**config.mk**
```make
export PLATFORM = sky130hd
export DESIGN_NAME = prog_loader
export DESIGN_NICKNAME = d
export VERILOG_FILES = /design/src/common/mips_pkg.sv /design/src/hdl/prog_loader.sv
export VERILOG_INCLUDE_DIRS = /design/src /design/src/common
export SDC_FILE = /design/constraint.sdc
export NUM_CORES = 1
export LEC_CHECK = 0
export BUFFER_PORTS_ARGS = -buffer_cell sky130_fd_sc_hd__buf_4
export CAP_MARGIN = 20
export CORE_MARGIN = 4
export CORE_UTILIZATION = 21
export CTS_CLUSTER_DIAMETER = 150
export DETAILED_ROUTE_END_ITERATION = 6
export PLACE_DENSITY = 0.72
export SYNTH_ARGS = -nofsm -noshare
export SYNTH_HDL_FRONTEND = slang
export SYNTH_SLANG_ARGS = --single-unit
```
**constraint.sdc**
```tcl
create_clock -name clk -period 1 [get_ports clk]
set_input_delay 0.05 -clock clk [delete_from_list [all_inputs] [get_ports clk]]
set_output_delay 0.05 -clock clk [all_outputs]
set_load 0.01 [all_outputs]
```
**src/common/mips_cfg.svh**
```systemverilog
`ifndef MIPS_CFG_SVH
`define MIPS_CFG_SVH

// Memory depths in 32-bit words
`define IMEM_WORDS 256
`define DMEM_WORDS 64

// Run control register, bit 0 is run
`define CTRL_ADDR 32'h1000

`endif

```
**src/common/mips_pkg.sv**
```systemverilog
`include "mips_cfg.svh"

package mips_pkg;

  typedef logic [31:0] word_t;
  typedef logic [4:0]  reg_addr_t;
  typedef logic [5:0]  funct_t;
  typedef logic [15:0] imm_t;
  typedef logic [$clog2(`IMEM_WORDS)-1:0] imem_addr_t;
  typedef logic [$clog2(`DMEM_WORDS)-1:0] dmem_addr_t;

  typedef enum logic [5:0] {
    OP_RTYPE = 6'h00,
    OP_BEQ   = 6'h04,
    OP_ADDI  = 6'h08,
    OP_LW    = 6'h23,
    OP_SW    = 6'h2b,
    OP_HALT  = 6'h3f
  } opcode_t;

  // R-type function codes
  localparam funct_t FN_ADD = 6'h20;
  localparam funct_t FN_SUB = 6'h22;
  localparam funct_t FN_AND = 6'h24;
  localparam funct_t FN_OR  = 6'h25;
  localparam funct_t FN_SLT = 6'h2a;

  typedef enum logic [2:0] {ALU_ADD, ALU_SUB, ALU_AND, ALU_OR, ALU_SLT} alu_op_t;

  typedef enum logic [1:0] {REGFILE, FROM_EX, FROM_MEM, FROM_WB} fwd_sel_t;

  typedef enum logic {IDLE, RESP} axi_state_t;

endpackage

```
**src/hdl/prog_loader.sv**
```systemverilog
`include "mips_cfg.svh"

module prog_loader
  import mips_pkg::*;
(
  input  logic       clk,
  input  logic       i_reset,
  input  logic       i_awvalid,
  output logic       o_awready,
  input  word_t      i_awaddr,
  input  logic       i_wvalid,
  output logic       o_wready,
  input  word_t      i_wdata,
  output logic       o_bvalid,
  input  logic       i_bready,
  output logic       o_imem_we,
  output imem_addr_t o_imem_addr,
  output word_t      o_imem_data,
  output logic       o_run,
  output logic       o_restart
);

  axi_state_t state;
  logic       accept;
  logic       in_imem;

  // Address and data are always taken in the same cycle
  assign accept    = (state == IDLE) && i_awvalid && i_wvalid;
  assign o_awready = accept;
  assign o_wready  = accept;
  assign o_bvalid  = (state == RESP);

  assign in_imem     = i_awaddr < (32'(`IMEM_WORDS) << 2);
  assign o_imem_we   = accept && in_imem;
  assign o_imem_addr = i_awaddr[$bits(imem_addr_t)+1:2];
  assign o_imem_data = i_wdata;

  always_ff @(posedge clk) begin
    if (i_reset) begin
      state     <= IDLE;
      o_run     <= 1'b0;
      o_restart <= 1'b0;
    end else begin
      o_restart <= 1'b0;
      case (state)
        IDLE: begin
          if (accept) begin
            state <= RESP;
            if (i_awaddr == `CTRL_ADDR) begin
              o_run     <= i_wdata[0];
              o_restart <= i_wdata[0];
            end
          end
        end
        RESP: begin
          if (i_bready) state <= IDLE;
        end
        default: state <= IDLE;
      endcase
    end
  end

endmodule

```
**Word-level counts from Yosys, hierarchy flattened**

Cells that the tools add are included.

- Register bits: 3
- Input port bits: 69
- Output and inout port bits: 46
- Logic and storage cells: 16

- Magnitude comparators: 1
- Eq/ne operators: 1
- Multiplexer cells: 3
- Bitwise logic cells: 3
- Reduce and logical (&&, ||, !) cells: 5

Operator list:

| kind | count |
|---|---|
| 32-bit by 13-bit equality test with 1-bit output, second input constant | 1 |
| 32-bit by 11-bit less-than comparator with 1-bit output, second input constant | 1 |
| 4-bit OR reduction | 1 |
| 1-bit logical AND | 3 |
| 1-bit NOT | 3 |
| 3-bit AND reduction | 1 |
| 1-bit two-way mux | 2 |
| 1-bit case mux with 2 select lines | 1 |

**Logic depth before layout (Yosys ltp)**

- Depth after elaboration: 5
- Gate-level depth with buffers: 4
- Gate-level depth less buffers: 4

**Worst setup path after synthesis**

Ideal clock, no wire load.

- Kind: register -> register
- Start point: reg state (netlist: o_bvalid)
- End point: reg o_run
- Arrival time: 1,010 ps
- Data required time: 882 ps
- Path slack: -128 ps
- Stages on the path, launching flop included: 5
- Buffers on the path: 0
- Period minus slack after synthesis: 1,128 ps
- Cell sequence: dfxtp_1 > nand3b_2 > nor3_4 > nand3_2 > mux2i_1

- Word-level cells in the longest chain between the ends: 4

Ends and longest elaborated chain:

| element | RTL line | text |
|---|---|---|
| from (decl) | prog_loader.sv:23 | `axi_state_t state;` |
| from (signal assigned) | prog_loader.sv:40 | `state <= IDLE;` |
| from (signal assigned) | prog_loader.sv:48 | `state <= RESP;` |
| from (signal assigned) | prog_loader.sv:56 | `if (i_bready) state <= IDLE;` |
| 1-bit NOT * | - |  |
| 1-bit logical AND (2 in a row) | prog_loader.sv:28 | `assign accept = (state == IDLE) && i_awvalid && i_wvalid;` |
| 3-bit AND reduction (no line) * | - |  |
| to (signal assigned) | prog_loader.sv:50 | `o_run <= i_wdata[0];` |
| to (decl) | prog_loader.sv:19 | `output logic o_run,` |

Mark *: on every way between the ends. The rest lies on a longest branch, timed or not.
A chain may end at the register's enable or synchronous reset.

**Worst setup path in the final report**

- Start point: in i_awaddr[14]
- End point: out o_imem_we

- Word-level cells in the longest chain between the ends: 2

Ends and longest elaborated chain:

| element | RTL line | text |
|---|---|---|
| from (decl) | prog_loader.sv:10 | `input word_t i_awaddr,` |
| 32-bit by 11-bit less-than comparator with 1-bit output | prog_loader.sv:33 | `` assign in_imem = i_awaddr < (32'(`IMEM_WORDS) << 2); `` |
| 1-bit logical AND | prog_loader.sv:34 | `assign o_imem_we = accept && in_imem;` |
| to (decl) | prog_loader.sv:16 | `output logic o_imem_we,` |

No other way between the ends.

==> load_flow_metrics.sql <==
INSERT INTO impl_metrics (metric_group, metric, value, unit) VALUES
('synth', 'synth.yosys.seq_area_share', '11.32', '%'),
('power', 'cellLeakagePower', '0.3960', 'nW'),
('critical_path', 'cpLargestDelayFamily', 'simple AND/OR/NAND/NOR gates', ''),
('critical_path', 'critical_path.max_stage_delay', '0.54', 'ns'),
('cells_and_area', 'layout.core_utilization', '33.17', '%'),
('sta', 'final.setup.tns', '-0.4422', 'ns'),
('routing', 'route.final.wire_length', '1603', 'um'),
('clock_network', 'clkTransAtPathRegs', '0.04', 'ns'),
('critical_path', 'timing.setup.critical_path_class', 'input pin to primary output', ''),
('floorplanning', 'fp.coreArea', '2297', 'sq um'),
('cells_and_area', 'antennaDiodeCount', '0', ''),
('cells_and_area', 'final_area', '762.0', 'sq um'),
('global_route', 'grt_pass1_wl', '2201', 'um'),
('placed_design', 'dp.final_hpwl', '1429', 'um'),
('global_route', 'grt_start_max_net_pins', '4', ''),
('critical_path', 'crit_arrival', '1.17', 'ns'),
('sta', 'slew_limit_fails', '0', ''),
('routing', 'detailedRoute.firstPassIterationCount', '4', ''),
('cells_and_area', 'n_fill_cell', '253', ''),
('critical_path', 'critical_path.n_buffers_inverters', '2', ''),
('floorplanning', 'die_height', '58.26', 'um'),
('cells_and_area', 'finalNetCount', '158', ''),
('clock_network', 'tritoncts_clock_tree', 'yes', ''),
('critical_path', 'cp_data_required_time', '0.95', 'ns'),
('cells_and_area', 'areaGrowthSynthToFinish', '43.63', '%'),
('routing', 'detail_route.wl_per_cell', '13.82', 'um'),
('synth', 'synth_cells', '67', ''),
('clock_network', 'cts.path.max_buffers', '2', ''),
('floorplanning', 'floorplan.die_area', '3394', 'sq um'),
('placed_design', 'place_area', '679.4', 'sq um'),
('routing', 'antenna_violating_nets_post_route', '0', ''),
('global_route', 'antenna_found_initial', '0', ''),
('sta', 'unrepaired_setup_endpoints_after_global_routing', 'true', ''),
('floorplanning', 'width_of_the_die', '58.26', 'um'),
('status', 'outcome', 'finished with violations', ''),
('global_route', 'grt_util_all_layers', '8.409', '%'),
('sta', 'report.final.hold_viol_count', '0', ''),
('clock_network', 'clock_tree.htree_level_count', '1', ''),
('power', 'worst_ir_drop_vdd', '338.1', 'uV'),
('status', 'violations', 'setup timing', ''),
('routing', 'via_count', '485', ''),
('clock_network', 'cts_inserted_buffers', '3', ''),
('global_route', 'global_route.overflow_total', '0', ''),
('sta', 'fmax', '0.8181', 'GHz'),
('routing', 'post_drt_via_cell_ratio', '4.181', ''),
('placed_design', 'dp_slack', '-0.2009', 'ns'),
('synth', 'synth-warning-count', '0', ''),
('worst_hold_path', 'worst_hold_path_type', 'input pin to flop', ''),
('critical_path', 'worstPathCellList', 'buf_6 > or4_4 > nor3_4 > nand2_1 > nor2_1 > buf_4', ''),
('sta', 'setup_slack', '-0.2223', 'ns'),
('cells_and_area', 'post_route_cells_drive_above_1_share', '76.14', '%'),
('clock_network', 'clock_sink_count', '3', ''),
('synth', 'yosys_register_bits', '3', ''),
('sta', 'final.min_clock_period', '1.222', 'ns'),
('power', 'power.density_cell_area', '733.7', 'nW/um^2'),
('critical_path', 'slowest_stage', 'sky130_fd_sc_hd__or4_4', ''),
('synth', 'synth_area', '530.5', 'sq um'),
('placed_design', 'gpl.final_weighted_congestion', '0.7027', ''),
('floorplanning', 'ios', '115', ''),
('critical_path', 'worst_setup_path_start_kind', 'input pin', ''),
('placed_design', 'portBuffers', '52', ''),
('sta', 'worst_slew_margin_rel', '81.23', '%'),
('synth', 'syn-mean-instance-area', '7.918', 'sq um'),
('synth', 'unique_masters_post_synth', '18', ''),
('floorplanning', 'start_util', '23.09', '%'),
('sta', 'max_slew.worst_pin.slew', '0.2789', 'ns'),
('global_route', 'grt_pass1_vias', '525', ''),
('floorplanning', 'placementRows', '17', ''),
('job', 'timing.max_cap.violations', '0', ''),
('routing', 'drc', '0', ''),
('clock_network', 'clock_tree.root_cell', 'sky130_fd_sc_hd__clkbuf_4', ''),
('sta', 'fin_crit_share', '122.2', '%'),
('sta', 'fin_worst_hold_slack', '0.06719', 'ns'),
('synth', 'synthesis.nets', '136', ''),
('critical_path', 'critPathCaptureType', 'primary output', ''),
('routing', 'first_iter_violations', '16', ''),
('sta', 'setup-violations-final', '5', ''),
('critical_path', 'crit_path_max_fanout', '2', ''),
('sta', 'fin_worst_skew', '0.0005182', 'ns'),
('clock_network', 'insertion_delay', '0.23', 'ns');
[cells by family after synthesis]
family          Yosys count  share of synthesized area [%]
compound gates            1                         0.9425
flops                     3                          11.32
buf+inv                  42                          58.73
simple gates             20                          27.12
mux                       1                          1.887
[power breakdown]
| part | internal [mW] | switching, mW | total [mW] |
|---|---|---|---|
| sequential | 0.123 | 0.00101 | 0.124 |
| clock | 0.150 | 0.0633 | 0.213 |
| combinational | 0.154 | 0.0678 | 0.222 |
[cell type report]
class | instances | area, sq um | area share, %
well taps | 28 | 35.03 | 4.598
flip-flops and latches | 3 | 61.31 | 8.046
inverters | 1 | 6.256 | 0.8210
multi-input cells | 22 | 180.2 | 23.65
clock buffers | 4 | 26.28 | 3.448
repair buffers | 58 | 452.9 | 59.44
[repair_timing]
action,CTS,global route
resized for setup,9,0
pin swaps,4,1
endpoints found under the hold margin,1,0
hold buffers,1,0
setup endpoints to repair,4,5
buffers inserted,2,1
cloned,0,0
[through the flow]
step	std cells	power (mW)
floorplan	67	0.3210
global placement	109	0.3312
detailed placement	109	0.3334
CTS	116	0.5730
global route	116	0.6049
finish	116	0.5591
[tightest hold or removal path, stage by stage]
cell,delay (ns)
sky130_fd_sc_hd__buf_4,0.07
sky130_fd_sc_hd__nand2b_1,0.08
sky130_fd_sc_hd__a21oi_1,0.05
[layer usage]
layer,track usage (%),vias up,share of wire [%]
met3,5.122,12,21
met5,0,-,0
li1,-,224,-
met2,15.15,42,52
met4,6.623,0,2.5
met1,6.192,207,25
[layout by cell type (no fill, tap or decap)]
master | netlist | layout
sky130_fd_sc_hd__a21oi_1 | 1 | 1
sky130_fd_sc_hd__and3_1 | 1 | 1
sky130_fd_sc_hd__and4_1 | 1 | 1
sky130_fd_sc_hd__buf_4 | 41 | 53
sky130_fd_sc_hd__buf_6 | 0 | 4
sky130_fd_sc_hd__clkbuf_1 | 0 | 1
sky130_fd_sc_hd__clkbuf_4 | 0 | 3
sky130_fd_sc_hd__dfxtp_1 | 3 | 2
sky130_fd_sc_hd__dfxtp_2 | 0 | 1
sky130_fd_sc_hd__dlygate4sd3_1 | 0 | 1
sky130_fd_sc_hd__inv_4 | 0 | 1
sky130_fd_sc_hd__mux2i_1 | 1 | 1
sky130_fd_sc_hd__nand2_1 | 1 | 1
sky130_fd_sc_hd__nand2b_1 | 3 | 3
sky130_fd_sc_hd__nand3_4 | 0 | 1
sky130_fd_sc_hd__nand3b_4 | 0 | 1
sky130_fd_sc_hd__nor2_1 | 2 | 2
sky130_fd_sc_hd__nor3_1 | 2 | 1
sky130_fd_sc_hd__nor3_2 | 0 | 1
sky130_fd_sc_hd__nor3_4 | 1 | 1
sky130_fd_sc_hd__nor4_1 | 4 | 4
sky130_fd_sc_hd__nor4b_1 | 1 | 1
sky130_fd_sc_hd__or3_1 | 1 | 1
sky130_fd_sc_hd__or4_4 | 1 | 1
[cells in the mapped netlist (all sizes together)]
| master | n | area (sq um) |
|---|---|---|
| buf | 41 | 307.8 |
| nor4 | 4 | 25.02 |
| dfxtp | 3 | 60.06 |
| nand2b | 3 | 18.77 |
| nor3 | 3 | 26.28 |
| nor2 | 2 | 7.510 |
| a21oi | 1 | 5.000 |
| and3 | 1 | 6.260 |
| and4 | 1 | 8.760 |
| inv | 1 | 3.750 |
| mux2i | 1 | 10.01 |
| nand2 | 1 | 3.750 |
| nand3 | 1 | 10.01 |
| nand3b | 1 | 11.26 |
| nor4b | 1 | 8.760 |
| or3 | 1 | 6.260 |
| or4 | 1 | 11.26 |
[sequential cells by signal, indices dropped and copies added, names as in the netlist]
signal     flops
o_restart      1
o_bvalid       1
o_run          1
[final timing paths]
check	depth (start not counted)	to	slack, ns	start
max	6	o_imem_we	-0.22	i_awaddr[14]
min	3	o_bvalid$_SDFF_PP0_	0.07	i_bready
max reg2reg	5	o_run$_SDFFE_PP0P_	-0.04	o_bvalid$_SDFF_PP0_
min reg2reg	2	o_run$_SDFFE_PP0P_	0.48	o_run$_SDFFE_PP0P_
Power figures use the tool's default switching activity.
