**config.mk**
```make
export PLATFORM = sky130hd
export DESIGN_NAME = id_stage
export DESIGN_NICKNAME = d
export VERILOG_FILES = /design/src/common/mips_pkg.sv /design/src/decode/id_stage.sv
export VERILOG_INCLUDE_DIRS = /design/src /design/src/common
export SDC_FILE = /design/constraint.sdc
export NUM_CORES = 2
export LEC_CHECK = 0
export BUFFER_PORTS_ARGS = -buffer_cell sky130_fd_sc_hd__buf_2
export CORE_ASPECT_RATIO = 1.5
export CORE_UTILIZATION = 30
export CTS_CLUSTER_DIAMETER = 200
export DETAILED_ROUTE_END_ITERATION = 8
export GPL_TIMING_DRIVEN = 1
export PLACE_DENSITY = 0.49
export REMOVE_ABC_BUFFERS = 1
export SKIP_LAST_GASP = 1
export SYNTH_ARGS = -nofsm -noshare
export SYNTH_HDL_FRONTEND = slang
export SYNTH_SLANG_ARGS = --single-unit
```
**constraint.sdc**
```tcl
create_clock -name clk -period 11.3 [get_ports clk]
set_clock_uncertainty 0.2 [all_clocks]
set_input_delay 2.26 -clock clk [delete_from_list [all_inputs] [get_ports clk]]
set_output_delay 2.26 -clock clk [all_outputs]
set_load 0.03 [all_outputs]
```
**src/common/mips_cfg.svh**
```systemverilog
`ifndef MIPS_CFG_SVH
`define MIPS_CFG_SVH

// Memory depths in 32-bit words
`define IMEM_WORDS 256
`define DMEM_WORDS 64

// Run control register, bit 0 is run
`define CTRL_ADDR 32'h1000

`endif

```
**src/common/mips_pkg.sv**
```systemverilog
`include "mips_cfg.svh"

package mips_pkg;

  typedef logic [31:0] word_t;
  typedef logic [4:0]  reg_addr_t;
  typedef logic [5:0]  funct_t;
  typedef logic [15:0] imm_t;
  typedef logic [$clog2(`IMEM_WORDS)-1:0] imem_addr_t;
  typedef logic [$clog2(`DMEM_WORDS)-1:0] dmem_addr_t;

  typedef enum logic [5:0] {
    OP_RTYPE = 6'h00,
    OP_BEQ   = 6'h04,
    OP_ADDI  = 6'h08,
    OP_LW    = 6'h23,
    OP_SW    = 6'h2b,
    OP_HALT  = 6'h3f
  } opcode_t;

  // R-type function codes
  localparam funct_t FN_ADD = 6'h20;
  localparam funct_t FN_SUB = 6'h22;
  localparam funct_t FN_AND = 6'h24;
  localparam funct_t FN_OR  = 6'h25;
  localparam funct_t FN_SLT = 6'h2a;

  typedef enum logic [2:0] {ALU_ADD, ALU_SUB, ALU_AND, ALU_OR, ALU_SLT} alu_op_t;

  typedef enum logic [1:0] {REGFILE, FROM_EX, FROM_MEM, FROM_WB} fwd_sel_t;

  typedef enum logic {IDLE, RESP} axi_state_t;

endpackage

```
**src/decode/id_stage.sv**
```systemverilog
module id_stage
  import mips_pkg::*;
(
  input  logic      clk,
  input  logic      i_reset,
  input  logic      i_restart,
  input  word_t     i_pc4,
  input  word_t     i_instr,
  input  reg_addr_t i_wb_rd,
  input  logic      i_wb_reg_write,
  input  word_t     i_wb_value,
  input  fwd_sel_t  i_fwd_a_sel,
  input  fwd_sel_t  i_fwd_b_sel,
  input  word_t     i_ex_value,
  input  word_t     i_mem_value,
  input  logic      i_stall,
  output reg_addr_t o_rs,
  output reg_addr_t o_rt,
  output opcode_t   o_opcode,
  output logic      o_branch_taken,
  output word_t     o_branch_target,
  output logic      o_is_halt,
  output word_t     o_rs_value,
  output word_t     o_rt_value,
  output word_t     o_imm,
  output reg_addr_t o_dest,
  output alu_op_t   o_alu_op,
  output logic      o_alu_src,
  output logic      o_reg_write,
  output logic      o_mem_read,
  output logic      o_mem_write,
  output logic      o_mem_to_reg,
  output reg_addr_t o_ex_rs,
  output reg_addr_t o_ex_rt
);

  word_t     regs [32];
  reg_addr_t rd;
  funct_t    funct;
  imm_t      imm;
  word_t     imm_ext;
  word_t     rs_rf;
  word_t     rt_rf;
  word_t     rs_br;
  word_t     rt_br;
  reg_addr_t dest;
  alu_op_t   alu_op;
  logic      alu_src;
  logic      reg_write;
  logic      mem_read;
  logic      mem_write;

  assign o_opcode = opcode_t'(i_instr[31:26]);
  assign o_rs     = i_instr[25:21];
  assign o_rt     = i_instr[20:16];
  assign rd       = i_instr[15:11];
  assign funct    = i_instr[5:0];
  assign imm      = i_instr[15:0];
  assign imm_ext  = {{16{imm[15]}}, imm};

  // Register file, WB write is visible to a read in the same cycle
  function automatic word_t rf_read(input reg_addr_t addr);
    if (addr == '0) return '0;
    if (i_wb_reg_write && i_wb_rd == addr) return i_wb_value;
    return regs[addr];
  endfunction

  function automatic word_t br_operand(input fwd_sel_t sel, input word_t rf);
    case (sel)
      FROM_EX:  return i_ex_value;
      FROM_MEM: return i_mem_value;
      FROM_WB:  return i_wb_value;
      default:  return rf;
    endcase
  endfunction

  always_ff @(posedge clk) begin
    if (i_reset) begin
      for (int i = 0; i < 32; i++) regs[i] <= '0;
    end else if (i_wb_reg_write && i_wb_rd != '0) begin
      regs[i_wb_rd] <= i_wb_value;
    end
  end

  assign rs_rf = rf_read(o_rs);
  assign rt_rf = rf_read(o_rt);
  assign rs_br = br_operand(i_fwd_a_sel, rs_rf);
  assign rt_br = br_operand(i_fwd_b_sel, rt_rf);

  // Stalled beq waits for its operand, no decision yet
  assign o_branch_taken  = (o_opcode == OP_BEQ) && (rs_br == rt_br) && !i_stall;
  assign o_branch_target = i_pc4 + {imm_ext[29:0], 2'b00};
  assign o_is_halt       = (o_opcode == OP_HALT);

  always_comb begin
    dest      = rd;
    alu_op    = ALU_ADD;
    alu_src   = 1'b0;
    reg_write = 1'b0;
    mem_read  = 1'b0;
    mem_write = 1'b0;
    case (o_opcode)
      OP_RTYPE: begin
        reg_write = 1'b1;
        case (funct)
          FN_ADD:  alu_op = ALU_ADD;
          FN_SUB:  alu_op = ALU_SUB;
          FN_AND:  alu_op = ALU_AND;
          FN_OR:   alu_op = ALU_OR;
          FN_SLT:  alu_op = ALU_SLT;
          default: reg_write = 1'b0;
        endcase
      end
      OP_ADDI: begin
        dest      = o_rt;
        alu_src   = 1'b1;
        reg_write = 1'b1;
      end
      OP_LW: begin
        dest      = o_rt;
        alu_src   = 1'b1;
        reg_write = 1'b1;
        mem_read  = 1'b1;
      end
      OP_SW: begin
        alu_src   = 1'b1;
        mem_write = 1'b1;
      end
      default: ;
    endcase
  end

  // ID/EX latch
  always_ff @(posedge clk) begin
    if (i_reset || i_restart || i_stall) begin
      o_reg_write  <= 1'b0;
      o_mem_read   <= 1'b0;
      o_mem_write  <= 1'b0;
      o_mem_to_reg <= 1'b0;
    end else begin
      // r0 destinations never reach writeback
      o_reg_write  <= reg_write && (dest != '0);
      o_mem_read   <= mem_read;
      o_mem_write  <= mem_write;
      o_mem_to_reg <= mem_read;
    end
    o_rs_value <= rs_rf;
    o_rt_value <= rt_rf;
    o_imm      <= imm_ext;
    o_dest     <= dest;
    o_alu_op   <= alu_op;
    o_alu_src  <= alu_src;
    o_ex_rs    <= o_rs;
    o_ex_rt    <= o_rt;
  end

endmodule

```
# After elaboration in Yosys (flattened, before gate mapping)
# Memories as Yosys holds them, arrays and structs flattened.
# Index checks and enable logic that the tools add are counted.
dict set report word_totals {
  wordCells 81
  in_bits 174
  mem_count 1
  register_bits 102
  out_inout_bits 169
  mem_bits_rw 1024
}
dict set report op_classes {
  add_sub_neg 1
  n_reduce_logical 18
  eq_ne 19
  muxes 31
}
# memory depth word_bits read_ports rd_clocked_by_memory_dff write_ports line
set memory_table {}
lappend memory_table {regs 32 32 2 0 32 id_stage.sv:37} ;# word_t regs [32];
# operator count
set op_table {}
lappend op_table {{$mux W32} 9}
lappend op_table {{$pmux W32 S3} 2}
lappend op_table {{$eq A6 B6 Y1 const B} 8}
lappend op_table {{$add A32 B32 Y32} 1}
lappend op_table {{$eq A32 B32 Y1} 1}
lappend op_table {{$reduce_or A32 Y1} 1}
lappend op_table {{$mux W1} 16}
lappend op_table {{$pmux W3 S4} 1}
lappend op_table {{$eq A5 B5 Y1} 2}
lappend op_table {{$logic_not A5 Y1} 2}
lappend op_table {{$mux W5} 2}
lappend op_table {{$reduce_bool A5 Y1} 2}
lappend op_table {{$eq A2 B2 Y1 const B} 4}
lappend op_table {{$eq A6 B3 Y1 const B} 1}
lappend op_table {{$eq A6 B4 Y1 const B} 1}
lappend op_table {{$logic_and A1 B1 Y1} 6}
lappend op_table {{$logic_not A6 Y1} 1}
lappend op_table {{$reduce_or A5 Y1} 1}
lappend op_table {{$eq A2 B1 Y1 const B} 2}
lappend op_table {{$reduce_or A3 Y1} 1}
lappend op_table {{$logic_or A1 B1 Y1} 2}
lappend op_table {{$pmux W1 S2} 1}
lappend op_table {{$reduce_or A2 Y1} 1}
lappend op_table {{$logic_not A1 Y1} 1}

# Logic depth before layout (Yosys ltp)
dict set report logic_depth {
  depth_word 10
  ltp_mapped 17
  mapped_depth_nobuf 13
}

# Worst setup path before layout
# Ideal clock, no wire load.
dict set report synth_timing {
  kind {input port to output port}
  from {input port i_instr[22]}
  to {output port o_branch_taken}
  required_ns 8.840
  t_arrival_ns 5.571
  path_slack_ns 3.269
  path_buffers 4
  stages 14
  cell_sequence {buf_2 clkbuf_1 clkbuf_1 clkbuf_1 mux4_2 mux2_2 a22oi_1 nand3_1 a31oi_1 xor2_1 nand3_1 nor4_1 nand4_1 nor4_2}
}
dict set report synth_via {
  elab_chain_len 10
  word_cells_on_any_way 14
  cone_classes {2 x eq/ne; 7 x mux; 4 x reduce/logical; 1 x memory}
}
# item line
set synth_lines {}
lappend synth_lines {{start: declaration} id_stage.sv:8} ;# input word_t i_instr,
lappend synth_lines {{branches (longest 5 deep; another with $mem_v2 Z32 W32)} --}
lappend synth_lines {{$mux W32 *} id_stage.sv:64} ;# if (i_wb_reg_write && i_wb_rd == addr) return i_wb_value;
lappend synth_lines {{$pmux W32 S3 *} id_stage.sv:69} ;# case (sel)
lappend synth_lines {{$eq A32 B32 Y1 *} id_stage.sv:91} ;# assign o_branch_taken = (o_opcode == OP_BEQ) && (rs_br == rt_br) && !i_stall;
lappend synth_lines {{$logic_and A1 B1 Y1 * (2 in a row)} id_stage.sv:91}
lappend synth_lines {{end: declaration} id_stage.sv:20} ;# output logic o_branch_taken,
# Mark *: on every way between the ends. The select of a mux whose other input is x is not followed.

# Worst setup path after layout
dict set report layout_timing {
  from {input port i_instr[25]}
  to {output port o_branch_taken}
}
# Same word-level chain as after synthesis.

==> key figures <==
Yosys
  • Most frequent cell after synthesis: edfxtp_1
  • Number of synthesized flops with an enable pin: 1024
  • Synth Area in XOR/XNOR: 0.00982
  • Post-synthesis sequential area ratio: 0.533
  • Post-synthesis mux area share: 0.224
  • Top cell type by total area after synthesis: edfxtp_1
  • Netlist cell types: 87
  • Synth async-reset ratio: 0
  • Most instantiated cells after synthesis: edfxtp_1 (1024), and2_1 (940), mux4_2 (497)
  • Post-synthesis compound-gate area fraction: 0.0539
  • Synth Area in Adders: 0.00622
  • Ys Warns: 0
  • Post-Syn Area per Cell: 14.0 um^2
  • Main area contributors after synthesis: edfxtp_1 (50%), mux4_2 (18%), and2_1 (9.6%), mux2i_1 (3.5%), dfxtp_1 (3.3%)
  • FF+latch count, synth: 1126
  • Mapped Cells: 4386
  • Synthesized area: 61600 um^2
  • Post-synth top flop: edfxtp_1
  • Synth top area share: 0.499
  • Main combinational cell family by area after synthesis: multiplexers
  • Synth Area in Simple Gates: 0.135

Route
  • WL per Instance: 37.0 um
  • ANT nets after route: 0
  • Vias: 42762
  • DR iter-0 viols: ~5100
  • DRT Pass-1 Iters: 5
  • DRC violations left: 0
  • Final wirelength: 274000 um
  • Via/cell ratio: 5.78

Clock network
  • Postcts setup bufs: 0
  • Worst-case clock buffer depth: 3
  • Clk pin slew, worst setup/hold paths: 60 ps
  • Clock sink total: ~1100
  • Worst skew pair latency: a little under 800 ps
  • Cts hold-fix bufs: 0
  • Num CTS Buffers: 120
  • H-Tree Depth: 3
  • CTS root buf: clkbuf_16
  • Post-cts sizing count: 0
  • CTS tree: yes

Global route
  • Largest net degree at the start of global routing: 68
  • Global Route met3 Usage: 0.0532
  • Met1 Resource Use GR: 0.313
  • Gr busiest metal: met2
  • Initial antenna violation count: 40
  • Met2 usage: 0.434
  • Total gr overflow: 0
  • Number of global-route vias before repair: 42653
  • First-pass GRT wire length: 367000 um
  • Total global-route track usage: 0.260

Power
  • Pwr/cell area: 153 nW/um^2
  • Leak: 24.8 nW
  • Max IR drop VDD: 136 uV

Placement
  • # port buffers: ~340
  • Placed insts: between 7000 and 8000
  • Hpwl dp: 179000 um
  • Gpl congestion: 0.924

Final layout
  • Largest registers: regs (1024), o_rs_value (32), o_rt_value (32)
  • Biggest register: regs
  • Area Overhead vs Synth: 14.2%
  • Final nets: 4811
  • Ratio of cells with drive above 1 in the final layout: 0.284
  • Flip-flop count of the largest register after layout: 1024
  • Post-Layout Cell Count: between 7000 and 8000

Outcome
  • Status: complete, no violations

Floorplanning
  • Ports: between 300 and 400
  • Die Area: a little over 200000 um^2
  • Die height: 557 um
  • Site Rows: 203
  • Initial Util: 0.302
  • DIE WIDTH: 372 um
  • Core area: 204000 um^2

STA
  • Min cycle time layout: 9910 ps
  • Hold Violations, Final: 0
  • RSZ-0062 raised after global routing: false
  • Worst slew margin: 0.197
  • Worst-Margin Slew: 1190 ps
  • # setup viols final: 0
  • Period utilization: 0.877
  • Final Max Tran Viols: 0
  • Highest clock rate: 101 MHz
  • Setup TNS: 0 ps

Min path
  • Hold path cells: 4
  • Worst hold path class: reg -> reg
  • Hold_sp: regs[12][15]

Run
  • Max Cap Viol: 0

Setup path
  • Arr. time, crit path: 7450 ps
  • Crit end category: primary output
  • Req. time, crit path: 8840 ps
  • R2R Path Start: regs[10][30]
  • Worst setup SP type: primary input
  • Crit-path max FO: 15
  • Kind of critical path: in -> out
  • Setup crit start: i_instr[25]
  • Worst Reg2Reg Path Length in Cells: 6
==> path summary, 6_finish.rpt <==
kind | end | slack, ps
worst min register to register | o_rt_value[15] | 720
worst max-delay path | o_branch_taken | 1390
worst max register to register | o_rt_value[30] | 8690
worst min-delay path | o_rt_value[15] | 720
==> stage by stage <==
step | hold slack (ps) | setup WS (ps) | instance area (um^2) | power [mW] | util
after floorplan | 499 | 3440 | 59400 | 5.83 | -
after global placement | 663 | 1400 | 66400 | 6.76 | 0.326
after detailed placement | 697 | 1540 | 66400 | 6.77 | 0.326
after CTS | 711 | 1510 | 70300 | 10.8 | 0.345
after global routing | 768 | 1230 | 70300 | 11.0 | 0.345
final | 717 | 1390 | 70300 | 10.8 | 0.345
==> layout make-up <==
| class | count | area [um^2] |
|---|---|---|
| clock inverters | 66 | 601 |
| multi-input cells | 2801 | 26800 |
| inverters | 25 | 93.8 |
| flip-flops and latches | 1126 | 32800 |
| diodes | 17 | 42.5 |
| well taps | 2665 | 3330 |
| fillers | 19755 | 134000 |
| clock buffers | 159 | 3270 |
| repair buffers | 533 | 3390 |
==> cell families (layout without fill, tap and decap cells) <==
kind of cell	Yosys count	in the layout
fa+ha+maj	30	30
simple gates	1430	1430
compound gates	490	490
xor+xnor	69	69
other cells	1	49
buf+inv	490	783
flops	1126	1126
mux	750	750
==> worst max-delay path: stages <==
cell and delay [ps]:
buf_2 530, buf_4 460, nor2_1 280, nand3b_1 630, nand2_1 660, a21oi_1 320
a21oi_1 110, xnor2_1 740, nand3_1 140, nor4_1 410, nand4_1 170, nor4_2 380
buf_2 280
==> routing by layer <==
| metal | up-vias | wire length (um) |
|---|---|---|
| li1 | 17177 | - |
| met1 | 22521 | 103000 |
| met2 | 2413 | 132000 |
| met3 | 615 | 23300 |
| met4 | 36 | 15300 |
| met5 | - | 229 |
==> cell usage in the layout (no fill, tap or decap), drive strengths merged, types with 8 or more instances in the layout <==
cell type  instances
clkinv            47
bufinv             8
o22ai             39
a221oi            45
o21ai             98
dfxtp            102
or2               45
nand3             34
nor3b              9
a221o             10
nor2b             26
a211oi            22
clkbuf           160
clkinvlp           9
xor2              27
inv               27
buf              532
diode             17
mux2i            217
o211ai            13
mux2              36
xnor2             42
conb              32
nor4              11
and3              11
ha                29
o31ai             10
a21oi            100
a22oi             59
mux4             497
nor3              89
edfxtp          1024
and2             941
nand4              9
a31oi             15
nand2b            20
nor2             132
nand2             88
==> power by group <==
group	switching (mW)	total [mW]	leakage, nW	internal (mW)
logic	1.16	1.78	12.3	0.623
registers	0.136	4.93	10.6	4.79
clock network	1.83	4.04	1.87	2.22
Power figures use the tool's default switching activity.
