File: config.mk
export PLATFORM = sky130hd
export DESIGN_NAME = ex_stage_flat
export DESIGN_NICKNAME = d
export VERILOG_FILES = /design/src/common/mips_pkg.sv /design/src/common/fwd_if.sv /design/src/execute/ex_stage.sv /design/src/flat_wrapper.sv
export VERILOG_INCLUDE_DIRS = /design/src /design/src/common
export SDC_FILE = /design/constraint.sdc
export NUM_CORES = 1
export LEC_CHECK = 0
export BUFFER_PORTS_ARGS = -buffer_cell sky130_fd_sc_hd__buf_4
export CAP_MARGIN = 5
export CORE_MARGIN = 2
export CORE_UTILIZATION = 47
export DETAILED_ROUTE_END_ITERATION = 6
export GPL_TIMING_DRIVEN = 0
export PLACE_DENSITY = 0.88
export SLEW_MARGIN = 40
export SYNTH_ARGS = -nofsm -noshare
export SYNTH_HDL_FRONTEND = slang
export SYNTH_SLANG_ARGS = --single-unit
File: constraint.sdc
create_clock -name clk -period 4.7 [get_ports clk]
set_input_delay 0.47 -clock clk [delete_from_list [all_inputs] [get_ports clk]]
set_output_delay 0.47 -clock clk [all_outputs]
set_load 0.005 [all_outputs]
File: src/common/mips_cfg.svh
`ifndef MIPS_CFG_SVH
`define MIPS_CFG_SVH

// Memory depths in 32-bit words
`define IMEM_WORDS 256
`define DMEM_WORDS 64

// Run control register, bit 0 is run
`define CTRL_ADDR 32'h1000

`endif

File: src/common/mips_pkg.sv
`include "mips_cfg.svh"

package mips_pkg;

  typedef logic [31:0] word_t;
  typedef logic [4:0]  reg_addr_t;
  typedef logic [5:0]  funct_t;
  typedef logic [15:0] imm_t;
  typedef logic [$clog2(`IMEM_WORDS)-1:0] imem_addr_t;
  typedef logic [$clog2(`DMEM_WORDS)-1:0] dmem_addr_t;

  typedef enum logic [5:0] {
    OP_RTYPE = 6'h00,
    OP_BEQ   = 6'h04,
    OP_ADDI  = 6'h08,
    OP_LW    = 6'h23,
    OP_SW    = 6'h2b,
    OP_HALT  = 6'h3f
  } opcode_t;

  // R-type function codes
  localparam funct_t FN_ADD = 6'h20;
  localparam funct_t FN_SUB = 6'h22;
  localparam funct_t FN_AND = 6'h24;
  localparam funct_t FN_OR  = 6'h25;
  localparam funct_t FN_SLT = 6'h2a;

  typedef enum logic [2:0] {ALU_ADD, ALU_SUB, ALU_AND, ALU_OR, ALU_SLT} alu_op_t;

  typedef enum logic [1:0] {REGFILE, FROM_EX, FROM_MEM, FROM_WB} fwd_sel_t;

  typedef enum logic {IDLE, RESP} axi_state_t;

endpackage

File: src/common/fwd_if.sv
interface fwd_if
  import mips_pkg::*;
();

  // Instruction currently in EX
  reg_addr_t ex_rd;
  logic      ex_reg_write;
  logic      ex_mem_read;
  word_t     ex_value;

  // Instruction in MEM, value already includes load data
  reg_addr_t mem_rd;
  logic      mem_reg_write;
  word_t     mem_value;

  // Instruction in WB
  reg_addr_t wb_rd;
  logic      wb_reg_write;
  word_t     wb_value;

  modport producer_ex (
    output ex_rd, ex_reg_write, ex_mem_read, ex_value,
    input  mem_value, wb_value
  );

  modport producer_mem (
    output mem_rd, mem_reg_write, mem_value, wb_rd, wb_reg_write, wb_value
  );

  modport consumer (
    input ex_rd, ex_reg_write, ex_mem_read, ex_value,
    input mem_rd, mem_reg_write, mem_value, wb_rd, wb_reg_write, wb_value
  );

endinterface

File: src/execute/ex_stage.sv
module ex_stage
  import mips_pkg::*;
(
  input  logic          clk,
  input  logic          i_reset,
  input  logic          i_restart,
  input  word_t         i_rs_value,
  input  word_t         i_rt_value,
  input  word_t         i_imm,
  input  reg_addr_t     i_dest,
  input  alu_op_t       i_alu_op,
  input  logic          i_alu_src,
  input  logic          i_reg_write,
  input  logic          i_mem_read,
  input  logic          i_mem_write,
  input  logic          i_mem_to_reg,
  input  fwd_sel_t      i_a_sel,
  input  fwd_sel_t      i_b_sel,
  fwd_if.producer_ex    fwd,
  output word_t         o_alu_result,
  output word_t         o_store_data,
  output reg_addr_t     o_rd,
  output logic          o_reg_write,
  output logic          o_mem_read,
  output logic          o_mem_write,
  output logic          o_mem_to_reg
);

  word_t op_a;
  word_t rt_fwd;
  word_t op_b;
  word_t alu_y;

  function automatic word_t operand(input fwd_sel_t sel, input word_t latched);
    case (sel)
      FROM_MEM: return fwd.mem_value;
      FROM_WB:  return fwd.wb_value;
      default:  return latched;
    endcase
  endfunction

  assign op_a   = operand(i_a_sel, i_rs_value);
  assign rt_fwd = operand(i_b_sel, i_rt_value);
  assign op_b   = i_alu_src ? i_imm : rt_fwd;

  always_comb begin
    case (i_alu_op)
      ALU_SUB: alu_y = op_a - op_b;
      ALU_AND: alu_y = op_a & op_b;
      ALU_OR:  alu_y = op_a | op_b;
      ALU_SLT: alu_y = {31'd0, $signed(op_a) < $signed(op_b)};
      default: alu_y = op_a + op_b;
    endcase
  end

  assign fwd.ex_rd        = i_dest;
  assign fwd.ex_reg_write = i_reg_write;
  assign fwd.ex_mem_read  = i_mem_read;
  assign fwd.ex_value     = alu_y;

  // EX/MEM latch
  always_ff @(posedge clk) begin
    if (i_reset || i_restart) begin
      o_reg_write  <= 1'b0;
      o_mem_read   <= 1'b0;
      o_mem_write  <= 1'b0;
      o_mem_to_reg <= 1'b0;
    end else begin
      o_reg_write  <= i_reg_write;
      o_mem_read   <= i_mem_read;
      o_mem_write  <= i_mem_write;
      o_mem_to_reg <= i_mem_to_reg;
    end
    o_alu_result <= alu_y;
    o_store_data <= rt_fwd;
    o_rd         <= i_dest;
  end

endmodule

File: src/flat_wrapper.sv
// flat-port wrapper written by rule: the top's interface ports become plain ports
module ex_stage_flat import mips_pkg::*;
  (clk, i_reset, i_restart, i_rs_value, i_rt_value, i_imm, i_dest, i_alu_op, i_alu_src, i_reg_write, i_mem_read, i_mem_write, i_mem_to_reg, i_a_sel, i_b_sel, o_alu_result, o_store_data, o_rd, o_reg_write, o_mem_read, o_mem_write, o_mem_to_reg, fwd_ex_rd, fwd_ex_reg_write, fwd_ex_mem_read, fwd_ex_value, fwd_mem_value, fwd_wb_value);
  fwd_if fwd_i ();
  input  logic clk;
  input  logic i_reset;
  input  logic i_restart;
  input  word_t i_rs_value;
  input  word_t i_rt_value;
  input  word_t i_imm;
  input  reg_addr_t i_dest;
  input  alu_op_t i_alu_op;
  input  logic i_alu_src;
  input  logic i_reg_write;
  input  logic i_mem_read;
  input  logic i_mem_write;
  input  logic i_mem_to_reg;
  input  fwd_sel_t i_a_sel;
  input  fwd_sel_t i_b_sel;
  output word_t o_alu_result;
  output word_t o_store_data;
  output reg_addr_t o_rd;
  output logic o_reg_write;
  output logic o_mem_read;
  output logic o_mem_write;
  output logic o_mem_to_reg;
  output wire logic [$bits(fwd_i.ex_rd)-1:0] fwd_ex_rd;
  output wire logic [$bits(fwd_i.ex_reg_write)-1:0] fwd_ex_reg_write;
  output wire logic [$bits(fwd_i.ex_mem_read)-1:0] fwd_ex_mem_read;
  output wire logic [$bits(fwd_i.ex_value)-1:0] fwd_ex_value;
  input wire logic [$bits(fwd_i.mem_value)-1:0] fwd_mem_value;
  input wire logic [$bits(fwd_i.wb_value)-1:0] fwd_wb_value;
  assign fwd_ex_rd = fwd_i.ex_rd;
  assign fwd_ex_reg_write = fwd_i.ex_reg_write;
  assign fwd_ex_mem_read = fwd_i.ex_mem_read;
  assign fwd_ex_value = fwd_i.ex_value;
  assign fwd_i.mem_value = fwd_mem_value;
  assign fwd_i.wb_value = fwd_wb_value;
  ex_stage u_core (.clk(clk), .i_reset(i_reset), .i_restart(i_restart), .i_rs_value(i_rs_value), .i_rt_value(i_rt_value), .i_imm(i_imm), .i_dest(i_dest), .i_alu_op(i_alu_op), .i_alu_src(i_alu_src), .i_reg_write(i_reg_write), .i_mem_read(i_mem_read), .i_mem_write(i_mem_write), .i_mem_to_reg(i_mem_to_reg), .i_a_sel(i_a_sel), .i_b_sel(i_b_sel), .fwd(fwd_i), .o_alu_result(o_alu_result), .o_store_data(o_store_data), .o_rd(o_rd), .o_reg_write(o_reg_write), .o_mem_read(o_mem_read), .o_mem_write(o_mem_write), .o_mem_to_reg(o_mem_to_reg));
endmodule
**Word level (Yosys, flattened, before mapping)**

Cells that the tools add are included.

- $add $sub $neg: 2
- Multipliers: 0
- Divide/modulo/power cells: 0
- $lt $le $gt $ge: 1
- Equal/unequal tests: 8
- Shift operators: 0
- Muxes and demuxes: 4
- Bitwise logic cells: 2
- Reduce and logical (&&, ||, !) cells: 1

Operators with widths:

| operator | number |
|---|---|
| case mux 32 bit (2 select lines) | 2 |
| case mux 32 bit (4 select lines) | 1 |
| adder 32 bit | 1 |
| AND 32 bit | 1 |
| < comparator 32 bit | 1 |
| two-way mux 32 bit | 1 |
| bitwise OR 32 bit | 1 |
| subtractor 32 bit | 1 |
| == test 2 bit (second input constant) | 4 |
| == test 3 x 2 -> 1 bit (second input constant) | 2 |
| == test 3 x 1 -> 1 bit (second input constant) | 1 |
| == test 3 bit (second input constant) | 1 |
| logical OR 1 bit | 1 |

- Register bits: 73
- Latch bits: 0
- Bits in writable memories: 0
- ROM bits: 0
- Input bits: 180
- Output and inout port bits: 112
- Logic and storage cells: 25
- Memories kept: 0

**Longest topological paths before layout**

- Word-level depth: 5
- Gate-level depth with buffers: 18
- Mapped depth without buffers: 16

**Worst setup path after synthesis**

OpenSTA, ideal clock, no wires.

- Path type: input to output
- Start point: in i_b_sel[0]
- End point: out fwd_ex_value[28]
- Data arrival time: 4029 ps
- Data required time: 4230 ps
- Slack: 201 ps
- Cell stages on the path: 18
- Path buffers: 2
- Path through: clkbuf_1 -> buf_1 -> mux2i_1 -> nand2_1 -> o21ai_0 -> o21a_1 -> inv_1 -> ha_1 -> fa_1 -> nor2b_1 -> o21ai_2 -> a311oi_4 -> o21ai_2 -> o31ai_4 -> a221oi_2 -> nand2_2 -> mux2i_1 -> or3_1

- Longest elaborated chain between the ends: 5
- Elaborated cells on any way between the ends: 9
- Classes of those cells: 2 x add/sub; 2 x eq/ne; 3 x mux; 2 x bitwise

RTL lines:

| element | line | text |
|---|---|---|
| start: declaration | flat_wrapper.sv:19 | `input fwd_sel_t i_b_sel;` |
| == test 2 bit | ex_stage.sv:35 | `case (sel)` |
| case mux 32 bit (2 select lines) (*) | ex_stage.sv:35 |  |
| two-way mux 32 bit (*) | ex_stage.sv:44 | `assign op_b = i_alu_src ? i_imm : rt_fwd;` |
| adder 32 bit, or another cell as far along | ex_stage.sv:52 | `default: alu_y = op_a + op_b;` |
| case mux 32 bit (4 select lines) (*) | ex_stage.sv:47 | `case (i_alu_op)` |
| end: declaration | flat_wrapper.sv:30 | `output wire logic [$bits(fwd_i.ex_value)-1:0] fwd_ex_value;` |

Mark *: on every way between the ends. The rest lies on a longest branch, timed or not.

**Worst setup path after layout**

- Start point: in i_a_sel[1]
- End point: out fwd_ex_value[30]

- Longest elaborated chain between the ends: 4
- Elaborated cells on any way between the ends: 8
- Classes of those cells: 2 x add/sub; 2 x eq/ne; 2 x mux; 2 x bitwise

RTL lines:

| element | line | text |
|---|---|---|
| start: declaration | flat_wrapper.sv:18 | `input fwd_sel_t i_a_sel;` |
| == test 2 bit | ex_stage.sv:35 |  |
| case mux 32 bit (2 select lines) (*) | ex_stage.sv:35 |  |
| adder 32 bit, or another cell as far along | ex_stage.sv:52 |  |
| case mux 32 bit (4 select lines) (*) | ex_stage.sv:47 |  |

Marks and branches as above.

==> flow_summary.ini <==
[run_status]
outcome = finished, violations left
violations = DRC

[synthesis]
synthSimpleGateAreaFrac_pct = 17.93
yosys.area.top_type = dfxtp_1
async_reset_ff_share_pct = 0
synthAdderAreaFrac_pct = 14.77
synth_area_um2 = 8472
synth_top_family_by_area = compound AO/OA/AOI/OAI gates
synth-main-ff-cell = dfxtp_1
avgSynthCellArea_um2 = 7.173
synth_edf_count = 0
yosys.cell_types.count = 86
ys_seq_area_share_pct = 17.25
synth_xor_area_share_pct = 0.6203
ys_ff_latch = 73
synthMuxAreaShare_pct = 8.152
synth.net_count = 1459
synth_area_leaders = dfxtp_1 (17%), ha_1 (14%), mux2i_1 (8.2%), a21oi_1 (6.8%), inv_1 (5.8%)
netlist.area_leader.share_pct = 17.25
ys_warn_count = 0
synth_compound_area_share_pct = 30.85
syn_inst = 1181

[cts]
htreeDepth = 3
cts_tree = yes
clockBufferDepth = 2
cts_hold_buf = 0
path_clk_slew_ps = 60
clock_sinks = 73
cts_buffers = 9
clk_root_buffer_cell = clkbuf_16

[cells_and_area]
biggestRegsByFlops = u_core.o_alu_result x32, u_core.o_store_data x32, u_core.o_rd x5
fillers = 1552
drive_above_1_share_pct = 29.04
n_antenna_cell = 0
fin_cells = 1720
layout.nets = 1764
syn2layout_area_growth_pct = 36.15
stdcell_area_um2 = 11530

[sta]
fin_crit_sh_pct = 97.99
maxSlewHeadroom_pct = 40.91
rsz0062_at_grt = true
setup_viol = 0
fin_crit_ps = 4606
maxClockFrequency_mhz = 217.1
tightest_slew_ps = 886.4
hold_viol_final = 0
drv_slew = 0

[die]
ioPinCount = 292
initial_utilization_pct = 47.49
dieHeight_um = 138.3
coreArea_um2 = 17840
fp.dieW_um = 138.3
row_count = 49
die-area_um2 = 19120

[placed_design]
io_buffer_count = 283
gp_congestion = 1.019
dpl_cell_area_um2 = 10890
dp_hpwl_um = 27190
dp.cells = 1693

[power]
switching_share_pct = 41.63
switching_power_mw = 1.412
comb_power_share_pct = 56.4
p_int_mw = 1.980
power_density_nw_per_um2 = 294.1
p_clk_share_pct = 21.3
power_frac_seq_pct = 22.3
p_leak_nw = 5.768
ir_drop_v = 0.0001895

[detailed_routing]
ant_nets = 0
routed_wl_um = 34930
drtIter0Drc = 1127
wire_per_inst_um = 20.31
dr.pass1.iters = 7
viasPerCell = 5.989
drc = 1
vias = 10300

[worst_setup_path]
end_kind = output port
startpoint_type = primary input
cp_data_arrival_time_ps = 4140
critical_path_class = in -> out
cp_max_fo = 10
worst_ep_required_time_ps = 4230

[run]
drv_cap = 0

[grt]
grt_max_degree = 14
antenna_found_initial = 0
grt_pass1_wl_um = 51960
grt_use_total_pct = 34.08
first_global_vias = 9559
overflow = 0

[hold_path]
min_path_type = in -> reg
-- kinds of logic after synthesis --
family                     after synthesis
buffers and inverters                  215
AOI/OAI and AO/OA                      387
adders and majority gates               99
xor gates and xnor gates                 6
muxes                                   69
DFF                                     73
and+or+nand+nor                        332
-- worst max-delay path, stage by stage --
cell and delay (ps):
buf_2 270, clkbuf_4 290, nor2_1 60, a21oi_1 210, inv_1 120, ha_2 230
fa_2 410, nand3b_1 220, a21oi_2 220, nor2_2 100, o32ai_4 270, a311oi_4 200
o311ai_4 380, a31oi_2 160, mux2i_1 170, o21ai_2 210, buf_4 160
-- final timing paths --
kind / startpoint / endpoint / slack [ps] / cells after the start
worst min-delay path: i_dest[4] / u_core.o_rd[4]$_DFF_P_ / 220 / 1
worst max-delay path: i_a_sel[1] / fwd_ex_value[30] / 90 / 17
-- power by group through the flow --
stage / sequential, mW / clock, mW / combinational (mW)
after global routing: 0.764 / 0.745 / 2.05
after global placement: 0.766 / 0 / 1.75
after CTS: 0.756 / 0.727 / 1.82
after floorplan: 0.782 / 0 / 1.03
after detailed placement: 0.769 / 0 / 1.77
final: 0.756 / 0.723 / 1.91
-- per-layer routing --
layer	up-vias	global-route usage, %	part of all wire (%)
met4	0	14.23	4.4
li1	4732	-	-
met3	113	6.269	9.4
met2	632	57.87	47
met1	4824	42.55	39
met5	-	0	0
-- synthesized netlist by cell type (all sizes together) (17+ instances only) --
cell,n
a21oi,118
o21a,42
nor2,117
inv,136
o21ai,77
buf,40
clkbuf,39
o22ai,17
nand2,121
mux2i,69
ha,96
dfxtp,73
-- area by class of cell --
class	count	area [um^2]	share of cell area [%]
buffer	78	452.9	3.927
clock buffer	10	229.0	1.985
clock inverter	6	67.56	0.5857
inverter	136	510.5	4.426
multi-input combinational	893	6312	54.72
sequential	73	1461	12.67
tap	229	286.5	2.484
timing repair buffer	295	2215	19.20
-- layout by cell type, fill, tap and decap left out, types with 8 or more instances in the layout --
| master | synthesis | routed |
|---|---|---|
| nor2_1 | 117 | 116 |
| clkbuf_2 | 0 | 12 |
| mux2i_1 | 69 | 69 |
| dfxtp_1 | 73 | 73 |
| nand4_1 | 8 | 8 |
| o31ai_1 | 9 | 9 |
| clkbuf_16 | 0 | 9 |
| o21ai_0 | 69 | 65 |
| a221oi_1 | 15 | 14 |
| inv_1 | 130 | 130 |
| o211ai_1 | 12 | 12 |
| buf_4 | 10 | 309 |
| nor2b_1 | 15 | 15 |
| nand2_1 | 119 | 119 |
| o221ai_1 | 14 | 13 |
| o21a_1 | 42 | 39 |
| a21o_1 | 10 | 10 |
| a21oi_1 | 115 | 108 |
| o22ai_1 | 17 | 17 |
| nor3_1 | 13 | 13 |
| a21oi_2 | 3 | 8 |
| nand3_1 | 10 | 10 |
| ha_1 | 96 | 93 |
| buf_2 | 13 | 19 |
| clkbuf_1 | 39 | 24 |
| nand2b_1 | 11 | 11 |
-- repair_timing --
| action | CTS | global route |
|---|---|---|
| pin swaps | 4 | 17 |
| setup buffers | 2 | 10 |
| gates resized for setup | 47 | 45 |
| setup endpoints to repair | 20 | 15 |
-- per-stage QoR --
stage / utilization [%] / hold slack, ps / TNS, ps / power (mW) / setup WS [ps]
global placement: 61.00 / 587.5 / -13040 / 2.512 / -1069
detailed placement: 61.02 / 585.3 / -7981 / 2.539 / -822.0
floorplan: - / 497.7 / 0 / 1.809 / 201.3
finish: 64.65 / 223.9 / 0 / 3.392 / 94.35
global route: 64.65 / 223.1 / -109.4 / 3.556 / -56.63
CTS: 63.54 / 222.5 / 0 / 3.299 / 17.01
(Power assumes the default switching activity.)
